**config.mk**
```make
export PLATFORM = sky130hd
export DESIGN_NAME = issue_buffer
export DESIGN_NICKNAME = d
export VERILOG_FILES = /design/src/rtl/isa_pkg.sv /design/src/rtl/issue_pkg.sv /design/src/rtl/issue_buffer.sv
export SDC_FILE = /design/constraint.sdc
export NUM_CORES = 2
export LEC_CHECK = 0
export BUFFER_PORTS_ARGS = -buffer_cell sky130_fd_sc_hd__buf_2
export CORE_UTILIZATION = 25
export CTS_CLUSTER_SIZE = 14
export DETAILED_ROUTE_END_ITERATION = 10
export GPL_TIMING_DRIVEN = 0
export PLACE_DENSITY = 0.47
export SLEW_MARGIN = 15
export SYNTH_ARGS = -nofsm -noshare
export SYNTH_HDL_FRONTEND = slang
export SYNTH_SLANG_ARGS = --single-unit
```
**constraint.sdc**
```tcl
create_clock -name clk -period 15.14 [get_ports clk]
set_input_delay 3.028 -clock clk [delete_from_list [all_inputs] [get_ports clk]]
set_output_delay 3.028 -clock clk [all_outputs]
set_load 0.05 [all_outputs]
```
**src/rtl/isa_pkg.sv**
```systemverilog
package isa_pkg;

    ////////////////////////////////////////
    // field widths
    ////////////////////////////////////////
    localparam int WORD_W     = 32;
    localparam int REG_ADDR_W = 5;
    localparam int IMM_W      = 16;
    localparam int OPCODE_W   = 6;

    // lsb position of each field in the word
    localparam int OPCODE_LSB = 26;
    localparam int RD_LSB     = 21;
    localparam int RS1_LSB    = 16;
    localparam int RS2_LSB    = 11;
    localparam int IMM_LSB    = 0;   // overlaps rs2

    typedef logic [WORD_W-1:0]     word_t;
    typedef logic [REG_ADDR_W-1:0] reg_addr_t;
    typedef logic [IMM_W-1:0]      imm_t;
    typedef logic [OPCODE_W-1:0]   opcode_t;

    ////////////////////////////////////////
    // opcodes
    ////////////////////////////////////////
    localparam opcode_t OP_NOP  = 6'h00;
    localparam opcode_t OP_ADD  = 6'h01;
    localparam opcode_t OP_SUB  = 6'h02;
    localparam opcode_t OP_ADDI = 6'h03; // rd = rs1 + imm
    localparam opcode_t OP_LD   = 6'h04;
    localparam opcode_t OP_ST   = 6'h05; // mem[rs1 + imm] = rs2
    localparam opcode_t OP_BEQ  = 6'h06;

    // operation class seen by the issue logic
    typedef enum logic [2:0] {
        CLS_NOP, CLS_ALU, CLS_LOAD, CLS_STORE, CLS_BRANCH
    } op_class_e;

endpackage

```
**src/rtl/issue_pkg.sv**
```systemverilog
package issue_pkg;

    ////////////////////////////////////////
    // issue buffer sizing
    ////////////////////////////////////////
    localparam int BUF_DEPTH      = 16;
    localparam int BUF_FULL_LEVEL = BUF_DEPTH - 6; // slack for fetch in flight
    localparam int BUF_PTR_W      = $clog2(BUF_DEPTH);

    typedef logic [BUF_PTR_W-1:0] buf_ptr_t;
    typedef logic [BUF_PTR_W:0]   buf_count_t; // holds 0 .. BUF_DEPTH
    typedef logic [1:0]           issue_num_t; // 0, 1 or 2 slots

    // one decoded instruction waiting for issue
    typedef struct packed {
        logic                valid;
        logic                illegal;
        isa_pkg::word_t      pc;
        isa_pkg::op_class_e  op;
        isa_pkg::opcode_t    opcode;
        isa_pkg::reg_addr_t  rd;
        isa_pkg::reg_addr_t  rs1;
        isa_pkg::reg_addr_t  rs2;
        logic                rf_we;
        logic                uses_rs2;
        isa_pkg::imm_t       imm;
    } slot_t;

    // issued slot with its operands attached
    typedef struct packed {
        slot_t               slot;
        isa_pkg::word_t      src1;
        isa_pkg::word_t      src2;
    } issued_t;

endpackage

```
**src/rtl/issue_buffer.sv**
```systemverilog
`timescale 1ns/1ps

module issue_buffer (
    input  logic                   clk,
    input  logic                   rstn,
    input  issue_pkg::slot_t       i_slot_a,   // older of the pair
    input  issue_pkg::slot_t       i_slot_b,
    input  issue_pkg::issue_num_t  i_pop_num,
    input  logic                   i_flush,
    output issue_pkg::slot_t       o_head_a,   // oldest entry
    output issue_pkg::slot_t       o_head_b,
    output issue_pkg::issue_num_t  o_avail,
    output logic                   o_full
);
    import issue_pkg::*;

    slot_t      mem [BUF_DEPTH];

    buf_ptr_t   head;        // next entry to issue
    buf_ptr_t   tail;        // next entry to write
    buf_ptr_t   head_p1;
    buf_ptr_t   tail_p1;
    buf_count_t count;

    issue_num_t push_num;
    buf_count_t count_left;  // after this edge's pop, before the push
    buf_count_t count_next;
    issue_num_t avail_next;

    ////////////////////////////////////////
    // occupancy bookkeeping
    ////////////////////////////////////////
    assign push_num   = i_slot_a.valid ? (i_slot_b.valid ? 2'd2 : 2'd1) : 2'd0;
    assign count_left = count - buf_count_t'(i_pop_num);
    assign count_next = count_left + buf_count_t'(push_num);
    assign avail_next = (count_next >= buf_count_t'(2)) ? 2'd2 : count_next[1:0];

    assign head_p1 = head + buf_ptr_t'(1); // wraps at BUF_DEPTH
    assign tail_p1 = tail + buf_ptr_t'(1);

    ////////////////////////////////////////
    // entry storage
    ////////////////////////////////////////
    always_ff @(posedge clk) begin
        if (i_slot_a.valid) begin
            mem[tail] <= i_slot_a;
        end
        if (i_slot_a.valid && i_slot_b.valid) begin
            mem[tail_p1] <= i_slot_b;
        end
    end

    ////////////////////////////////////////
    // pointers and flags
    ////////////////////////////////////////
    always_ff @(posedge clk) begin
        if (!rstn) begin
            head    <= '0;
            tail    <= '0;
            count   <= '0;
            o_avail <= '0;
            o_full  <= 1'b0;
        end else if (i_flush) begin
            // pushes in the flush cycle are dropped too
            head    <= '0;
            tail    <= '0;
            count   <= '0;
            o_avail <= '0;
            o_full  <= 1'b0;
        end else begin
            head    <= head + buf_ptr_t'(i_pop_num);
            tail    <= tail + buf_ptr_t'(push_num);
            count   <= count_next;
            o_avail <= avail_next;
            o_full  <= (count_left >= buf_count_t'(BUF_FULL_LEVEL));
        end
    end

    // the two oldest entries, qualified by o_avail
    assign o_head_a = mem[head];
    assign o_head_b = mem[head_p1];

endmodule

```
==> flow_summary.ini <==
[run_status]
status = finished, final reports clean

[floorplanning]
core.rowCount = 195
core_sq_um = 282000
die_w_um = 535
initial_utilization = 0.251
die_height_um = 535
io_pins = 312
die_area_sq_um = 286000

[detailed_routing]
vias_per_cell = 5.35
via_count = 45442
routed_wl_um = 302000
ant_nets = 0
wl_per_cell_um = 35.5
drt_iter0_markers = 5600
dr.pass1.iters = 5
drc = 0

[pwr]
p_leak_uw = 0.0263
combPwrFrac = 0.158
power.density_nw_per_um2 = 101
p_int_uw = 6120
irDropWorstVdd_uv = 89.5
power_uw = 8510
switching_power_uw = 2390
power_frac_seq = 0.448
p_sw_frac = 0.281
pwr-share-clk = 0.394

[grt]
grt_pass1_wl_um = 404000
grt-busiest-layer = met2
use_met3 = 0.0469
use_met2 = 0.321
met1_usage = 0.286
grt.overflow.total = 0
grt_pass1_vias = 45505
grt_antenna_before_repair = 88
grt_max_degree = 17
grt_use_total = 0.207

[critical_path]
worstSetupEndpointType = output port
critPathMaxStageDelay_ps = 870
endpoint = o_head_a[39]
worstPathArrival_ps = 5850
slowest_stage = buf_2
path_cells = clkbuf_1 > buf_2 > buf_2 > clkbuf_2 > clkbuf_1 > nand2_1 > a31oi_1 > buf_2
critPathKind = flip-flop to output port
crit_start = head[1]
start_kind = flip-flop
rr_endpoint = head[2]
worstPathRequired_ps = 12110
reg2reg_depth = 8
r2r_setup_slack_ps = 10880
cpMostUsedCell = buf_2
r2r_start = head[1]
cp_max_fo = 10

[clock_tree]
cts_buffer_depth = 3
clk_latency_ps = 820
cts_tree = built
cts.root.buffer_cell = clkbuf_16
cts_htree_levels = 4
cts_setup_buffers = 0
clkTransAtPathRegs_ps = 60
cts_buffers = 146
cts_resized = 0
cts_hold_buf = 0
clock_sinks = 1232

[timing]
slew_viol_final = 0
fin_ws_ps = 6270
hold_viol_final = 0
finalCritPeriodShare = 0.586
max_freq_mhz = 113
period_needed_ps = 8870
clock_skew_ps = 40.4
setup_viol_count_final = 0
rsz0062_at_grt = false
slew-limit-headroom = 0.109
worst_pin_slew_ps = 1340

[synthesis]
syn_nets = 4222
async_reset_ff_frac = 0
synthesis.area_sq_um = 71000
yosysUniqueCellTypes = 38
synth_edf_count = 1216
syn_avg_cell_area_sq_um = 17.5
synthFlopType = edfxtp_1
synth_area_leaders = edfxtp_1 (51%), mux4_2 (22%), mux2_2 (18%), clkbuf_1 (1.5%), mux2_4 (1.1%)
yosys_register_bits = 1232
seq_area_frac_synth = 0.519
synthCells = 4052
synth_top_area_share = 0.514
synth_warnings = 0
synth_top_area_cell = edfxtp_1

[worst_hold_path]
hold_class = flip-flop to flip-flop
min_path_cells = 3

[finish]
postLayoutCoreUtil = 0.298
final_area_sq_um = 84300
area_delta_synth_final_pct = 18.7
post_route_cells_drive_above_1_share = 0.573
nNetsFinal = 4785
instances_no_fill = 8494

[placed_design]
placed_cells = 8209
place_ws_ps = 6810
port_buffers = 311
dpl_cell_area_sq_um = 79900
dp_hpwl_um = 213000
gp_congestion = 0.814

[job]
drv_cap = 0
sequential cells by signal, indices dropped and copies added (netlist names):
register and count:
o_avail 2, head 4, o_full 1, count 5, tail 4, mem 1216
area by class of cell:
| class | instances | area [sq um] |
|---|---|---|
| Multi-Input combinational cell | 2311 | 32100 |
| Clock inverter | 71 | 424 |
| Inverter | 12 | 45.0 |
| Timing Repair Buffer | 415 | 4040 |
| Clock buffer | 190 | 3860 |
| Sequential cell | 1232 | 36800 |
| Buffer | 497 | 2170 |
| Antenna cell | 23 | 57.6 |
| Tap cell | 3743 | 4680 |
| Fill cell | 27821 | 198000 |
placed cells by master (no fill, tap or decap), types with 6 or more instances in the layout:
master	n
a211oi_1	76
a21oi_1	66
a31oi_1	16
and2_1	65
buf_1	31
buf_12	41
buf_16	57
buf_2	476
buf_6	6
buf_8	6
clkbuf_1	295
clkbuf_16	148
clkbuf_2	41
clkinv_1	41
clkinv_2	16
dfxtp_1	16
diode_2	23
edfxtp_1	1216
ha_1	9
inv_1	12
mux2_2	1150
mux2_4	50
mux2i_1	61
mux4_2	684
nand2_1	33
nor2_1	24
nor2_4	12
nor2b_1	21
xnor2_1	7
cell usage after synthesis, types with 4 or more instances:
cell      instances
edfxtp_1       1216
mux2_2         1150
mux4_2          684
clkbuf_1        291
buf_2           148
a211oi_1         76
a21oi_1          66
and2_1           65
mux2i_1          61
buf_1            51
mux2_4           50
nor2_1           36
nand2_1          33
nor2b_1          21
a31oi_1          16
dfxtp_1          16
inv_1            12
ha_1              9
xnor2_1           7
buf_6             6
fa_1              4
nand3_1           4
o21ai_0           4
o22ai_1           4
xor2_1            4
metal layers:
layer  up-vias  share of wire
met1     24589           0.43
li1      17989              -
met5         -         0.0010
met2      2357           0.46
met3       459          0.084
met4        48          0.028
metrics by stage:
stage / TNS (ps) / hold WS (ps)
2_1_floorplan: 0 / 565
3_3_place_gp: -33980 / 610
3_5_place_dp: 0 / 628
4_1_cts: 0 / 645
5_1_grt: 0 / 763
6_report: 0 / 650
worst max-delay path: cells and delay by family, from the launching register on:
kind | cells | cell delay (ps)
AOI/OAI and AO/OA | 1 | 800
buffers and inverters | 6 | 3490
DFF | 1 | 470
and+or+nand+nor | 1 | 180
how the worst min path moves through the flow:
| stage | startpoint | endpoint |
|---|---|---|
| 2_1_floorplan | head[0] | head[0] |
| 3_3_place_gp | tail[2] | tail[2] |
| 3_5_place_dp | tail[2] | tail[2] |
| 4_1_cts | tail[2] | tail[2] |
| 5_1_grt | tail[2] | tail[2] |
| 6_report | tail[2] | tail[2] |
cells by family (layout without fill, tap and decap cells):
group                      after synthesis  after routing  share of synthesized area
adders and majority gates               13             13                    0.00271
muxes                                 1945           1945                      0.419
and+or+nand+nor                        174            174                     0.0130
buffers and inverters                  509           1185                     0.0302
DFF                                   1232           1232                      0.519
other                                    0             23                          0
AOI/OAI and AO/OA                      168            168                     0.0150
xor gates and xnor gates                11             11                    0.00136
power by group through the flow:
stage	logic (uW)	clock network (uW)	registers (uW)
finish	1340	3350	3820
floorplan	857	0	3880
global placement	1310	0	3900
CTS	1350	3400	3820
detailed placement	1350	0	3890
global route	1410	3510	3820
Note: power is estimated with default switching activity, not from simulation.
