--- src/rtl/isa_pkg.sv ---
package isa_pkg;

    ////////////////////////////////////////
    // field widths
    ////////////////////////////////////////
    localparam int WORD_W     = 32;
    localparam int REG_ADDR_W = 5;
    localparam int IMM_W      = 16;
    localparam int OPCODE_W   = 6;

    // lsb position of each field in the word
    localparam int OPCODE_LSB = 26;
    localparam int RD_LSB     = 21;
    localparam int RS1_LSB    = 16;
    localparam int RS2_LSB    = 11;
    localparam int IMM_LSB    = 0;   // overlaps rs2

    typedef logic [WORD_W-1:0]     word_t;
    typedef logic [REG_ADDR_W-1:0] reg_addr_t;
    typedef logic [IMM_W-1:0]      imm_t;
    typedef logic [OPCODE_W-1:0]   opcode_t;

    ////////////////////////////////////////
    // opcodes
    ////////////////////////////////////////
    localparam opcode_t OP_NOP  = 6'h00;
    localparam opcode_t OP_ADD  = 6'h01;
    localparam opcode_t OP_SUB  = 6'h02;
    localparam opcode_t OP_ADDI = 6'h03; // rd = rs1 + imm
    localparam opcode_t OP_LD   = 6'h04;
    localparam opcode_t OP_ST   = 6'h05; // mem[rs1 + imm] = rs2
    localparam opcode_t OP_BEQ  = 6'h06;

    // operation class seen by the issue logic
    typedef enum logic [2:0] {
        CLS_NOP, CLS_ALU, CLS_LOAD, CLS_STORE, CLS_BRANCH
    } op_class_e;

endpackage

--- src/rtl/issue_pkg.sv ---
package issue_pkg;

    ////////////////////////////////////////
    // issue buffer sizing
    ////////////////////////////////////////
    localparam int BUF_DEPTH      = 16;
    localparam int BUF_FULL_LEVEL = BUF_DEPTH - 6; // slack for fetch in flight
    localparam int BUF_PTR_W      = $clog2(BUF_DEPTH);

    typedef logic [BUF_PTR_W-1:0] buf_ptr_t;
    typedef logic [BUF_PTR_W:0]   buf_count_t; // holds 0 .. BUF_DEPTH
    typedef logic [1:0]           issue_num_t; // 0, 1 or 2 slots

    // one decoded instruction waiting for issue
    typedef struct packed {
        logic                valid;
        logic                illegal;
        isa_pkg::word_t      pc;
        isa_pkg::op_class_e  op;
        isa_pkg::opcode_t    opcode;
        isa_pkg::reg_addr_t  rd;
        isa_pkg::reg_addr_t  rs1;
        isa_pkg::reg_addr_t  rs2;
        logic                rf_we;
        logic                uses_rs2;
        isa_pkg::imm_t       imm;
    } slot_t;

    // issued slot with its operands attached
    typedef struct packed {
        slot_t               slot;
        isa_pkg::word_t      src1;
        isa_pkg::word_t      src2;
    } issued_t;

endpackage

--- src/rtl/issue_select.sv ---
`timescale 1ns/1ps

module issue_select (
    input  issue_pkg::slot_t       i_head_a,
    input  issue_pkg::slot_t       i_head_b,
    input  issue_pkg::issue_num_t  i_avail,
    input  logic                   i_stall,
    output issue_pkg::issue_num_t  o_issue_num
);
    import isa_pkg::*;

    logic a_ok;
    logic b_ok;
    logic a_is_mem;
    logic b_is_mem;
    logic a_writes;
    logic raw_hazard;

    ////////////////////////////////////////
    // pairing rules for lane b
    ////////////////////////////////////////
    assign a_is_mem = (i_head_a.op == CLS_LOAD) || (i_head_a.op == CLS_STORE);
    assign b_is_mem = (i_head_b.op == CLS_LOAD) || (i_head_b.op == CLS_STORE);

    // r0 is never a real destination
    assign a_writes = i_head_a.rf_we && (i_head_a.rd != '0);

    // b reads rs1 always, rs2 only if it uses it
    assign raw_hazard = a_writes &&
                        ((i_head_b.rs1 == i_head_a.rd) ||
                         (i_head_b.uses_rs2 && (i_head_b.rs2 == i_head_a.rd)));

    assign a_ok = (i_avail != 2'd0) && !i_stall;

    assign b_ok = a_ok &&
                  (i_avail == 2'd2) &&
                  (i_head_a.op != CLS_BRANCH) &&  // nothing pairs behind a branch
                  !(a_is_mem && b_is_mem) &&      // single memory port
                  !raw_hazard;

    assign o_issue_num = b_ok ? 2'd2 : (a_ok ? 2'd1 : 2'd0);

endmodule

--- config.mk ---
export PLATFORM = sky130hd
export DESIGN_NAME = issue_select
export DESIGN_NICKNAME = d
export VERILOG_FILES = /design/src/rtl/isa_pkg.sv /design/src/rtl/issue_pkg.sv /design/src/rtl/issue_select.sv
export SDC_FILE = /design/constraint.sdc
export NUM_CORES = 1
export LEC_CHECK = 0
export BUFFER_PORTS_ARGS = -buffer_cell sky130_fd_sc_hd__buf_2
export CAP_MARGIN = 20
export CORE_AREA = 4 4 58 60
export DETAILED_ROUTE_END_ITERATION = 16
export DIE_AREA = 0 0 62 64
export PLACE_DENSITY = 0.68
export SLEW_MARGIN = 5
export SYNTH_ARGS = -nofsm -noshare
export SYNTH_HDL_FRONTEND = slang
export SYNTH_SLANG_ARGS = --single-unit
--- constraint.sdc ---
create_clock -name vclk -period 4.7
set_input_delay 1.175 -clock vclk [all_inputs]
set_output_delay 1.175 -clock vclk [all_outputs]
set_load 0.01 [all_outputs]
==> run metrics, run 1 <==
Yosys cell types 14; syn avg cell area 6.93 um2; worst path cell trace buf_2 > or4_1 > o21a_1 > a41o_1 > buf_2; Total Wirelength 703 um; vias in the first global route 223; Register Area 0 um2; initial antenna violation count 0; PortBufs 27; final period utilization 75.7%; Pre-antenna DRT Iters 2; core box area 2930 um2; Post-DRT Antenna Nets 0; largest net degree at the start of global routing 4; nets 211; Worst Tran Pin Value 252 ps; setup TNS 0 ps; pins over their slew limit 0; Setup Buffers After CTS 0; Tot GR Track Use 2.76%; Peak VDD IR 0.0000226 V; Critical Path RT 3520 ps; status finished, final reports clean; CTS Hold Buffers Added 0; slowest stage cell, crit path or4_1; sequential share of the synthesized area 0%; max cap viols 0; Slew HR 83.2%; number of diodes 0; P_leak 0.168 nW; DIE AREA 3970 um2; WL/cell 8.08 um; cell mode on critical path buf_2; Syn Nets 183; Die Ht 64 um; Crit Path Category in -> out; Initial Utilization 6.62%; crit-path max FO 3; clkbuf count 0; first-pass GRT wire length 876 um; Cells after Synth 28; Filler Cells Inserted 329; Hold Violations, Final 0; vias per cell 3.29; sequential cell count 0; layout cells sized above 1 approximately half; via count around 290; routability cong. about 0.60; io pins 157; DP Worst Slack 1130 ps; RSZ-0062 raised after global routing no; Peak Freq 281 MHz; post-CTS sizing 0; area growth from synthesis to layout 87.1%; Hold Crit Class in -> out; setup violators final 0; final worst slack approximately 1100 ps; initial DRC count 6; CP Data Arrival Time between 2000 and 2500 ps; crit end category primary output; slowest stage delay, CP about 520 ps; min Tclk post-route approximately 3600 ps; Die W 62 um; gr ovfl total 0; Ys Warns 0; Worst setup SP type input port; power per cell area 78.7 nW/um2; DR DRC count 0; num rows 20; Post-Syn Area roughly 190 um2
==> metrics by stage <==
stage	instances	total power, mW	instance area, um2	hold slack [ps]	utilization, %
floorplan	28	0.0138	194	2530	-
finish	87	0.0285	363	2690	12.4
global route	87	0.0319	363	2720	12.4
detailed placement	87	0.0289	363	2690	12.4
global placement	87	0.0287	363	2690	12.4
CTS	87	0.0291	363	2690	12.4
==> report_power, final <==
group          leakage [nW]  switching (mW)  total [mW]  internal [mW]
Clock                     0               0           0              0
Combinational         0.168          0.0119      0.0285         0.0167
Sequential                0               0           0              0
==> worst max-delay path, delay by kind of cell <==
kind,cells,cell delay [ps]
and+or+nand+nor,1,520
AOI/OAI and AO/OA,2,440
buffers and inverters,2,250
==> routing by layer <==
| metal | routed length (um) | track usage (%) | vias to the layer above |
|---|---|---|---|
| li1 | - | - | 154 |
| met1 | 316 | 4.56 | 110 |
| met2 | 248 | 4.02 | 22 |
| met3 | 138 | 0.202 | 0 |
| met4 | 0 | 0 | 0 |
| met5 | 0 | 0 | - |
==> cells by family after synthesis <==
family                    share of synthesized area (%)
and+or+nand+nor                                    27.1
xor gates and xnor gates                           45.2
AOI/OAI and AO/OA                                  21.9
buffers and inverters                              5.81
==> synthesized netlist by cell type, drive strengths merged <==
library cell / n / area share (%)
a21oi: 2 / 5.2
a41o: 1 / 5.2
buf: 1 / 3.9
inv: 1 / 1.9
nand2: 3 / 5.8
nand3: 2 / 5.2
nand4: 1 / 3.2
nor2: 2 / 3.9
nor4bb: 1 / 5.2
o21a: 1 / 3.9
o22ai: 1 / 3.2
o2bb2ai: 1 / 4.5
or4: 1 / 3.9
xnor2: 10 / 45
==> area by class of cell <==
type / instances / area, um2 / area share, %
well taps: 33 / 41.3 / 11.4
multi-input cells: 26 / 183 / 50.3
inverters: 1 / 3.75 / 1.03
repair buffers: 27 / 135 / 37.2
==> path summary, 6_finish.rpt <==
path                         start        endpoint  slack, ps  cells after the start
worst max-delay path  i_head_a[29]  o_issue_num[0]       1140                      5
worst min-delay path    i_avail[1]  o_issue_num[1]       2690                      4
==> layout by cell type (no fill, tap or decap) <==
cell type and n:
nor2_1 2, nand4_1 1, xnor2_1 10, a41o_1 1, o22ai_1 1, o2bb2ai_1 1, inv_1 1, o21a_1 1
nand2_1 3, a21oi_1 2, buf_2 27, nand3_1 2, nor4bb_1 1, or4_1 1
No activity file was read; power rests on OpenSTA's default activity.
==> inputs of run 2 (changes only) <==
Settings changed: ABC_AREA from default to 1, PLACE_DENSITY 0.68 to 0.71.
Clock period 4.7 ns to 3.3 ns, I/O delays scaled along.
==> run metrics, run 2 <==
Ys Warns 0; count leader, synth nand2_1; Post-Syn Area 278 um2; Worst Tran Pin Value approximately 170 ps; Hold Startpoint i_stall; vias per cell 3.33; Cells after Synth 64; number of diodes 0; post-place instance area 447 um2; Post-Layout Inst Area 447 um2; status finished, final reports clean; Hold Crit Class in -> out; WL/cell 7.02 um; Worst setup SP type input port; layout cells sized above 1 37.8%; P_leak 0.299 nW; final period utilization 75.6%; crit-path max FO 4; crit end category primary output; clkbuf count 0; DP Worst Slack 794 ps; initial DRC count 6; top post-synthesis cells by area nand2_1, inv_1, nor2_1, inv_2, a21oi_2; DIE AREA 3970 um2; CP Data Arrival Time about 1700 ps; min Tclk post-route 2490 ps; top cell type by total area after synthesis nand2_1; Die Ht 64 um; sequential cell count 0; sequential share of the synthesized area 0%; DR DRC count 0; power per cell area 99.0 nW/um2; Final Instance Count excl. Fillers around 120; share of the synthesized area in the top cell type 39.2%; CTS Hold Buffers Added 0; via count 409; Initial Utilization 9.49%; syn avg cell area 4.34 um2; Setup Buffers After CTS 0; Final Hold Slack 2020 ps; Yosys cell types 13; first-pass GRT wire length 1190 um; crit path capture o_issue_num[0]; Total Wirelength 863 um; Hold Violations, Final 0; core box area between 2000 and 3000 um2; final core utilization about 15%; RSZ-0062 raised after global routing no; total power 44.2 uW; area growth from synthesis to layout 60.8%; crit path launch i_head_a[32]; Critical Path RT approximately 2500 ps; Slew HR 88.6%; routability cong. ~0.72; num rows 20; max cap viols 0; final worst slack 807 ps; Die W 62 um; nets 247; initial antenna violation count 0; Peak VDD IR 0.0000334 V; top cell types by occurrence after synthesis nand2_1, inv_1, nor2_1, inv_2, nand3_1; Peak Freq 401 MHz; post-CTS sizing 0; gr ovfl total 0; commonest non-fill, non-tap cell in the layout nand2_1; Tot GR Track Use 3.66%; pins over their slew limit 0; largest net degree at the start of global routing 5; DPL Wire Length 829 um; PortBufs 27; setup violators final 0; vias in the first global route ~280; Crit Path Category in -> out; Filler Cells Inserted 336; Syn Nets 219; io pins between 150 and 200; Pre-antenna DRT Iters 4; most frequent cells in the layout nand2_1, buf_2, inv_1; setup TNS 0 ps; placed insts 123; Register Area 0 um2; Post-DRT Antenna Nets 0
## run 2: changes by cell type after synthesis, sizes merged, moves of 6 or more
cell   change
xnor2      -9
nand2     +26
nor2       +6
inv       +14
## run 2: cells by family (layout without fill, tap and decap cells)
| logic type | after synthesis | after routing | share of synthesized area, % |
|---|---|---|---|
| buffers and inverters | 16 | 42 | 23.0 |
| xor gates and xnor gates | 1 | 1 | 3.15 |
| and+or+nand+nor | 42 | 42 | 60.4 |
| AOI/OAI and AO/OA | 5 | 5 | 13.5 |
## run 2: report_power, final
group	switching (mW)	leakage, nW	internal [mW]
combinational	0.0226	0.299	0.0216
sequential	0	0	0
clock	0	0	0
total	0.0226	0.299	0.0216
## run 2: worst min path at each step
stage / cells past startpoint / to / slack (ps)
2_1_floorplan: 2 / o_issue_num[0] / 1790
3_3_place_gp: 4 / o_issue_num[0] / 2010
3_5_place_dp: 4 / o_issue_num[0] / 2020
4_1_cts: 4 / o_issue_num[0] / 2020
5_1_grt: 4 / o_issue_num[0] / 2030
6_report: 4 / o_issue_num[0] / 2020
## run 2: critical path, cell delays in order
cell and delay (ps):
buf_2 120, inv_2 30, nand2_1 40, nand2_1 50, nor2_1 120, nand3_1 80, nand2_1 100, nand2_1 70
a21oi_2 100, buf_2 140
## run 2: cell type report
| class | count | area (um2) | share of cell area, % |
|---|---|---|---|
| Tap cell | 33 | 41.3 | 9.24 |
| Timing Repair Buffer | 27 | 135 | 30.3 |
| Inverter | 15 | 56.3 | 12.6 |
| Multi-Input combinational cell | 48 | 214 | 47.9 |
## run 2: metal layers
metal	vias to the layer above	track usage (%)	part of all wire, %
li1	240	-	-
met1	155	6.72	50
met2	14	4.53	39
met3	0	0.404	11
met4	0	0	0
met5	-	0	0
