`config.mk`:
```
export PLATFORM = sky130hd
export DESIGN_NAME = pair_decoder
export DESIGN_NICKNAME = d
export VERILOG_FILES = /design/src/rtl/isa_pkg.sv /design/src/rtl/issue_pkg.sv /design/src/rtl/pair_decoder.sv
export SDC_FILE = /design/constraint.sdc
export NUM_CORES = 1
export LEC_CHECK = 0
export BUFFER_PORTS_ARGS = -buffer_cell sky130_fd_sc_hd__buf_2
export CAP_MARGIN = 5
export CORE_AREA = 3 3 96 98
export DETAILED_ROUTE_END_ITERATION = 16
export DIE_AREA = 0 0 99 101
export GPL_TIMING_DRIVEN = 0
export SYNTH_ARGS = -nofsm -noshare
export SYNTH_HDL_FRONTEND = slang
export SYNTH_SLANG_ARGS = --single-unit
```
`constraint.sdc`:
```
create_clock -name vclk -period 1.4
set_input_delay 0.07 -clock vclk [all_inputs]
set_output_delay 0.07 -clock vclk [all_outputs]
set_load 0.02 [all_outputs]
```
`src/rtl/isa_pkg.sv`:
```
package isa_pkg;

    ////////////////////////////////////////
    // field widths
    ////////////////////////////////////////
    localparam int WORD_W     = 32;
    localparam int REG_ADDR_W = 5;
    localparam int IMM_W      = 16;
    localparam int OPCODE_W   = 6;

    // lsb position of each field in the word
    localparam int OPCODE_LSB = 26;
    localparam int RD_LSB     = 21;
    localparam int RS1_LSB    = 16;
    localparam int RS2_LSB    = 11;
    localparam int IMM_LSB    = 0;   // overlaps rs2

    typedef logic [WORD_W-1:0]     word_t;
    typedef logic [REG_ADDR_W-1:0] reg_addr_t;
    typedef logic [IMM_W-1:0]      imm_t;
    typedef logic [OPCODE_W-1:0]   opcode_t;

    ////////////////////////////////////////
    // opcodes
    ////////////////////////////////////////
    localparam opcode_t OP_NOP  = 6'h00;
    localparam opcode_t OP_ADD  = 6'h01;
    localparam opcode_t OP_SUB  = 6'h02;
    localparam opcode_t OP_ADDI = 6'h03; // rd = rs1 + imm
    localparam opcode_t OP_LD   = 6'h04;
    localparam opcode_t OP_ST   = 6'h05; // mem[rs1 + imm] = rs2
    localparam opcode_t OP_BEQ  = 6'h06;

    // operation class seen by the issue logic
    typedef enum logic [2:0] {
        CLS_NOP, CLS_ALU, CLS_LOAD, CLS_STORE, CLS_BRANCH
    } op_class_e;

endpackage

```
`src/rtl/issue_pkg.sv`:
```
package issue_pkg;

    ////////////////////////////////////////
    // issue buffer sizing
    ////////////////////////////////////////
    localparam int BUF_DEPTH      = 16;
    localparam int BUF_FULL_LEVEL = BUF_DEPTH - 6; // slack for fetch in flight
    localparam int BUF_PTR_W      = $clog2(BUF_DEPTH);

    typedef logic [BUF_PTR_W-1:0] buf_ptr_t;
    typedef logic [BUF_PTR_W:0]   buf_count_t; // holds 0 .. BUF_DEPTH
    typedef logic [1:0]           issue_num_t; // 0, 1 or 2 slots

    // one decoded instruction waiting for issue
    typedef struct packed {
        logic                valid;
        logic                illegal;
        isa_pkg::word_t      pc;
        isa_pkg::op_class_e  op;
        isa_pkg::opcode_t    opcode;
        isa_pkg::reg_addr_t  rd;
        isa_pkg::reg_addr_t  rs1;
        isa_pkg::reg_addr_t  rs2;
        logic                rf_we;
        logic                uses_rs2;
        isa_pkg::imm_t       imm;
    } slot_t;

    // issued slot with its operands attached
    typedef struct packed {
        slot_t               slot;
        isa_pkg::word_t      src1;
        isa_pkg::word_t      src2;
    } issued_t;

endpackage

```
`src/rtl/pair_decoder.sv`:
```
`timescale 1ns/1ps

module pair_decoder (
    input  logic [1:0]        i_fetch_valid,  // bit 1 is the older word
    input  isa_pkg::word_t    i_fetch_pc,
    input  isa_pkg::word_t    i_fetch_word_a,
    input  isa_pkg::word_t    i_fetch_word_b,
    output issue_pkg::slot_t  o_slot_a,
    output issue_pkg::slot_t  o_slot_b
);
    import isa_pkg::*;
    import issue_pkg::*;

    word_t pc_b;

    function automatic slot_t decode(input logic vld, input word_t pc, input word_t word);
        slot_t   s;
        opcode_t opc;
        opc        = word[OPCODE_LSB +: OPCODE_W];
        s.valid    = vld;
        s.illegal  = 1'b0;
        s.pc       = pc;
        s.op       = CLS_NOP;
        s.opcode   = opc;
        s.rd       = word[RD_LSB +: REG_ADDR_W];
        s.rs1      = word[RS1_LSB +: REG_ADDR_W];
        s.rs2      = word[RS2_LSB +: REG_ADDR_W];
        s.rf_we    = 1'b0;
        s.uses_rs2 = 1'b0;
        s.imm      = word[IMM_LSB +: IMM_W];
        case (opc)
            OP_NOP: s.op = CLS_NOP;
            OP_ADD, OP_SUB: begin
                s.op       = CLS_ALU;
                s.rf_we    = 1'b1;
                s.uses_rs2 = 1'b1;
            end
            OP_ADDI: begin
                s.op    = CLS_ALU;
                s.rf_we = 1'b1;
            end
            OP_LD: begin
                s.op    = CLS_LOAD;
                s.rf_we = 1'b1;
            end
            OP_ST: begin
                s.op       = CLS_STORE;
                s.uses_rs2 = 1'b1; // store data
            end
            OP_BEQ: begin
                s.op       = CLS_BRANCH;
                s.uses_rs2 = 1'b1;
            end
            default: s.illegal = 1'b1; // stays a nop with no writeback
        endcase
        return s;
    endfunction

    assign pc_b = i_fetch_pc + word_t'(4);

    assign o_slot_a = decode(i_fetch_valid[1], i_fetch_pc, i_fetch_word_a);
    assign o_slot_b = decode(i_fetch_valid[0], pc_b, i_fetch_word_b);

endmodule

```
==> results of run 1 <==
## placed cells by master (no fill, tap or decap), drive strengths merged, types with 2 or more instances in the layout
cell    instances
buf           325
xnor2          23
nand3          14
nor2           12
xor2            9
nand2           9
nand4           8
nor3            6
inv             4
nor3b           4
and3            4
nor4            3
or3             2
clkbuf          2
a31o            2
## through the flow
step	total power (W)	cells	TNS [ns]	worst slack (ns)	hold slack, ns
after CTS	0.00104	534	-0.965	-0.221	0.358
final	0.00107	541	-0.869	-0.107	0.357
after floorplan	0.000637	219	0	0.0173	0.217
after detailed placement	0.000974	521	-8.07	-0.601	0.358
after global routing	0.00114	541	-2.39	-0.195	0.360
after global placement	0.000969	521	-7.34	-0.599	0.359
## what timing repair did
action,CTS,global route
setup buffers,12,8
setup endpoints to repair,18,19
hold buffers,0,0
resized for setup,47,47
gates cloned,1,0
pin swaps,17,21
## layer usage
layer | global-route usage | routed length, um
met5 | 0 | 0
met4 | 0.0116 | 0
met3 | 0.00900 | 564
met2 | 0.217 | 3480
met1 | 0.110 | 2090
## path summary, 6_finish.rpt
kind                            from           end  cells after the start
setup / recovery       i_fetch_pc[3]  o_slot_b[70]                      7
hold / removal    i_fetch_word_b[18]  o_slot_b[25]                      2
## power groups by stage
stage	sequential [W]	combinational (W)	clock [W]
6_report	0	0.00107	0
5_1_grt	0	0.00114	0
4_1_cts	0	0.00104	0
3_5_place_dp	0	0.000974	0
3_3_place_gp	0	0.000969	0
2_1_floorplan	0	0.000637	0
## logic make-up after synthesis
family | after synthesis
AND/OR/NAND/NOR | 66
XOR/XNOR | 32
AO/OA/AOI/OAI | 2
adder cells (fa/ha/maj) | 1
buffers and inverters | 118
## layout make-up
type                            instances  share of cell area
Inverter                                5             0.00698
Timing Repair Buffer                  215               0.401
Multi-Input combinational cell        101               0.292
Tap cell                              108              0.0419
Buffer                                112               0.258
## worst max-delay path, delay by kind of cell
kind          cells  cell delay (ns)
xor+xnor          1             0.14
fa+ha+maj         1             0.14
buf+inv           2             0.24
simple gates      3             0.84
==> key figures, run 1 <==
Worst setup path
  • WP data arrival: between 1 and 1.5 ns
  • WP data required: 1.33 ns
  • Crit. End Element: output port
  • Crit path kind: primary input to output port
  • Slowest stage cell, crit path: or4_4
  • Slowest cell delay on critical path: 0.60 ns
  • Crit path launch type: primary input
  • Max Fanout on Critical Path: 5
  • Crit-path cells: buf_8 -> ha_4 -> nand3_4 -> or4_4 -> nor4_4 -> xnor2_1 -> buf_4

Yosys
  • Yosys top cell area share: 0.530
  • Most common cell in the netlist: buf_4
  • Synth top area cells: buf_4 (53%), xnor2_1 (13%), xor2_1 (5.1%), nand3_1 (4.2%), nor2_1 (2.9%)
  • Combinational family with the most area after synthesis: buffers and inverters
  • Compound-Gate Fraction of Synth Area: 0.0112
  • Netlist cell types: 27
  • Proportion of synthesized area in mux cells: 0
  • Synth Area in XOR/XNOR: 0.180
  • Mapped Area: between 1500 and 2000 um2
  • Synth warnings: 0
  • Synth cell count leaders: buf_4 (110), xnor2_1 (23), nand3_1 (13), nor2_1 (12)
  • Synth Area in Simple Gates: 0.251
  • Mapped Cells: 219
  • Syn nets: 318
  • Register area share after synthesis: 0
  • Syn avg cell area: 7.11 um2
  • Synth Area in Adders: 0.00803
  • Cell accounting for the most synthesized area: buf_4

Timing
  • Post-layout min period: between 1.5 and 2 ns
  • RSZ-0062 raised after global routing: true
  • Setup-failing EPs final: 14
  • Fmax: about 660 MHz
  • Final Slew Violations: 0
  • Worst slew margin: 0.710
  • Worst slew pin tran: roughly 0.43 ns
  • Final period utilization: 1.08
  • Worst Slack Setup Final: -0.107 ns
  • Final Hold Viols: 0

Routing
  • Post-Route WL: just over 6 mm
  • Remaining DRCs: 0
  • Starting DRT DRC Count: 9
  • Wire per inst: between 10 and 15 um
  • Via count: around 2100
  • Via-to-Cell Ratio: approximately 3.8
  • Detail Route Antenna Nets: 0
  • First-pass DRT Iterations: 3

Status
  • Status: finished with violations
  • Violations in the final reports: negative setup slack

Global route
  • GRT Total Usage: 0.103
  • First-pass GRT wire length: 8.70 mm
  • Initial antenna violation count: 0
  • Largest net degree at the start of global routing: 8
  • Total gr overflow: 0
  • Vias in the first global route: ~1900

Layout
  • FILL cells: around 900
  • Storage cell area: 0 um2
  • Post-route cell area: 3230 um2
  • N_diodes: 0
  • Multi-input gate area: 943 um2
  • Util after Layout: 0.378
  • Nets@finish: 534
  • Share of cells above drive strength 1: 0.838
  • Layout clock buffer count: 0
  • Total number of sequential cells: 0
  • Layout Area Growth over Synthesis: 107%

Pwr
  • VDD IR max: about 0.22 mV
  • Power per Cell Area: 333 nW/um2
  • Leakage: 1.81 nW
  • Seq pwr share: 0
  • Combinational share of power: 1.000
  • P_sw: around 0.00056 W
  • Clk pwr share: 0
  • Internal: about 0.00051 W
  • Sw frac: 0.521

Floorplan
  • Die Span X: 99 um
  • Chip Height: 101 um
  • Core ar.: 8550 um2
  • Die ar.: ~10000 um2
  • Initial Util: 0.182
  • Site row count: 34
  • I/O pin cnt: between 200 and 300

Min path
  • Min-delay worst type: primary input to output port

Placed design
  • Buffers on Ports: just under 200
  • Routability cong.: 0.718
  • DP Area: 2720 um2
  • Dpl hpwl: between 5 and 6 mm

Flow run
  • Max-cap check violation count: 0
(Power assumes the default switching activity.)
==> run 2: changes to the inputs <==
ABC_AREA = 1   (was default)
CORE_AREA = 3 3 97 99   (was 3 3 96 98)
DIE_AREA = 0 0 100 102   (was 0 0 99 101)
==> key figures, run 2 <==
Layout
  • Commonest cells after routing, fill and taps aside: buf_2 (194), buf_4 (110), nand2_1 (87)
  • Storage cell area: 0 um2
  • Share of cells above drive strength 1: 0.621
  • Layout clock buffer count: 0
  • Commonest non-fill, non-tap cell in the layout: buf_2
  • Post-route cell area: 3010 um2
  • Util after Layout: 0.349
  • FILL cells: ~960
  • Layout Area Growth over Synthesis: 61.2%
  • Nets@finish: between 600 and 700
  • Total number of sequential cells: 0

Placed design
  • Buffers on Ports: about 190
  • Dpl hpwl: about 6.6 mm
  • DP Area: a little under 3000 um2
  • Routability cong.: around 0.77
  • Worst slack, placed: 0.0264 ns

Routing
  • Detail Route Antenna Nets: 0
  • Remaining DRCs: 0
  • Via-to-Cell Ratio: a little under 4
  • Via count: between 2000 and 2500
  • Starting DRT DRC Count: 48
  • Post-Route WL: between 7 and 8 mm
  • First-pass DRT Iterations: 4
  • Wire per inst: 11.2 um

Timing
  • Final Slew Violations: 0
  • Setup-failing EPs final: 0
  • Hold WS: between 0.3 and 0.4 ns
  • Post-layout min period: roughly 1.3 ns
  • Worst slew pin tran: slightly above 0.3 ns
  • Final period utilization: 0.916
  • Fmax: between 700 and 800 MHz
  • Final Hold Viols: 0
  • Worst Slack Setup Final: between 0.1 and 0.15 ns
  • Worst slew margin: 0.792

Min path
  • Min-delay worst type: primary input to output port

Pwr
  • VDD IR max: around 0.21 mV
  • Power per Cell Area: 334 nW/um2
  • Seq pwr share: 0
  • Internal: approximately 0.00043 W
  • P_sw: 0.000573 W
  • Clk pwr share: 0
  • Leakage: 1.83 nW
  • Sw frac: 0.570
  • Combinational share of power: 1.000
  • Final Power: ~0.001 W

Global route
  • Largest net degree at the start of global routing: 7
  • Total gr overflow: 0
  • Vias in the first global route: ~2100
  • GRT Total Usage: 0.120
  • First-pass GRT wire length: slightly above 10 mm
  • Initial antenna violation count: 1

Yosys
  • Mapped Area: around 1900 um2
  • Syn nets: roughly 430
  • Synth cell count leaders: buf_4 (110), nand2_1 (87), nor2_1 (43), inv_1 (27), nand3_1 (12)
  • Most common cell in the netlist: buf_4
  • Synth warnings: 0
  • Register area share after synthesis: 0
  • Netlist cell types: 19
  • Syn avg cell area: 5.68 um2
  • Mapped Cells: 329
  • Cell accounting for the most synthesized area: buf_4
  • Synth top area cells: buf_4 (44%), nand2_1 (17%), nor2_1 (8.6%), inv_1 (5.4%), xor2_1 (4.2%)
  • Yosys top cell area share: 0.442

Worst setup path
  • Crit path launch type: primary input
  • Crit path kind: primary input to output port
  • WP data arrival: between 1 and 1.5 ns
  • Crit-path cells: buf_2 -> ha_2 -> nand2_1 -> nor2_4 -> nand2_4 -> nor2_1 -> xor2_1 -> buf_2
  • Most common cell on crit path: buf_2
  • CP Buf/Inv Count: 2
  • Crit path max-delay family: simple AND/OR/NAND/NOR gates
  • Slowest cell delay on critical path: roughly 0.21 ns
  • Slowest stage cell, crit path: ha_2
  • Max Fanout on Critical Path: 5
  • WP data required: ~1.3 ns
  • Crit. End Element: output port

Flow run
  • Max-cap check violation count: 0

Clock tree
  • Post-cts sizing count: 0
  • Post-CTS Setup Repair Bufs: 0
  • Hold buffer count at cts: 0

Floorplan
  • Site row count: 34
  • Die ar.: ~10000 um2
  • I/O pin cnt: between 200 and 300
  • Core ar.: 8640 um2
  • Die Span X: about 100 um
  • Chip Height: between 100 and 150 um
  • Initial Util: 0.216

Status
  • Status: finished, final reports clean
run 2: power by group through the flow:
| stage | Clock [W] | Sequential, W | Combinational, W |
|---|---|---|---|
| 3_3_place_gp | 0 | 0 | 0.00101 |
| 4_1_cts | 0 | 0 | 0.00101 |
| 3_5_place_dp | 0 | 0 | 0.00101 |
| 2_1_floorplan | 0 | 0 | 0.000660 |
| 5_1_grt | 0 | 0 | 0.00108 |
| 6_report | 0.0000000000955 | 0 | 0.00101 |
run 2: cell families (layout without fill, tap and decap cells):
family	count (synthesis)	in the layout	share of synthesized area
compound gates	9	9	0.0268
fa+ha+maj	1	1	0.00670
simple gates	167	167	0.400
buf+inv	137	331	0.496
xor+xnor	15	15	0.0703
other cells	0	1	0
run 2: cell type report:
class / count / area, um2 / share of cell area
repair buffers: 194 / 971 / 0.322
diodes: 1 / 2.50 / 0.000831
well taps: 108 / 135 / 0.0449
inverters: 27 / 101 / 0.0337
multi-input cells: 192 / 976 / 0.324
plain buffers: 110 / 826 / 0.274
run 2: path summary, 6_finish.rpt:
kind  slack (ns)  cells after the start            to                from
min         0.36                      2  o_slot_b[32]  i_fetch_word_b[25]
max         0.12                      8  o_slot_b[60]       i_fetch_pc[3]
run 2: stage by stage:
step,TNS (ns),cells
floorplan,0,329
global placement,0,631
detailed placement,0,631
CTS,0,631
global route,-0.0310,631
finish,0,632
run 2: routing by layer:
metal | vias up | part of all wire | GRT usage
li1 | 1283 | - | -
met1 | 1009 | 0.37 | 0.132
met2 | 134 | 0.53 | 0.251
met3 | 4 | 0.093 | 0.0150
met4 | 2 | 0.0062 | 0.00622
met5 | - | 0.0018 | 0
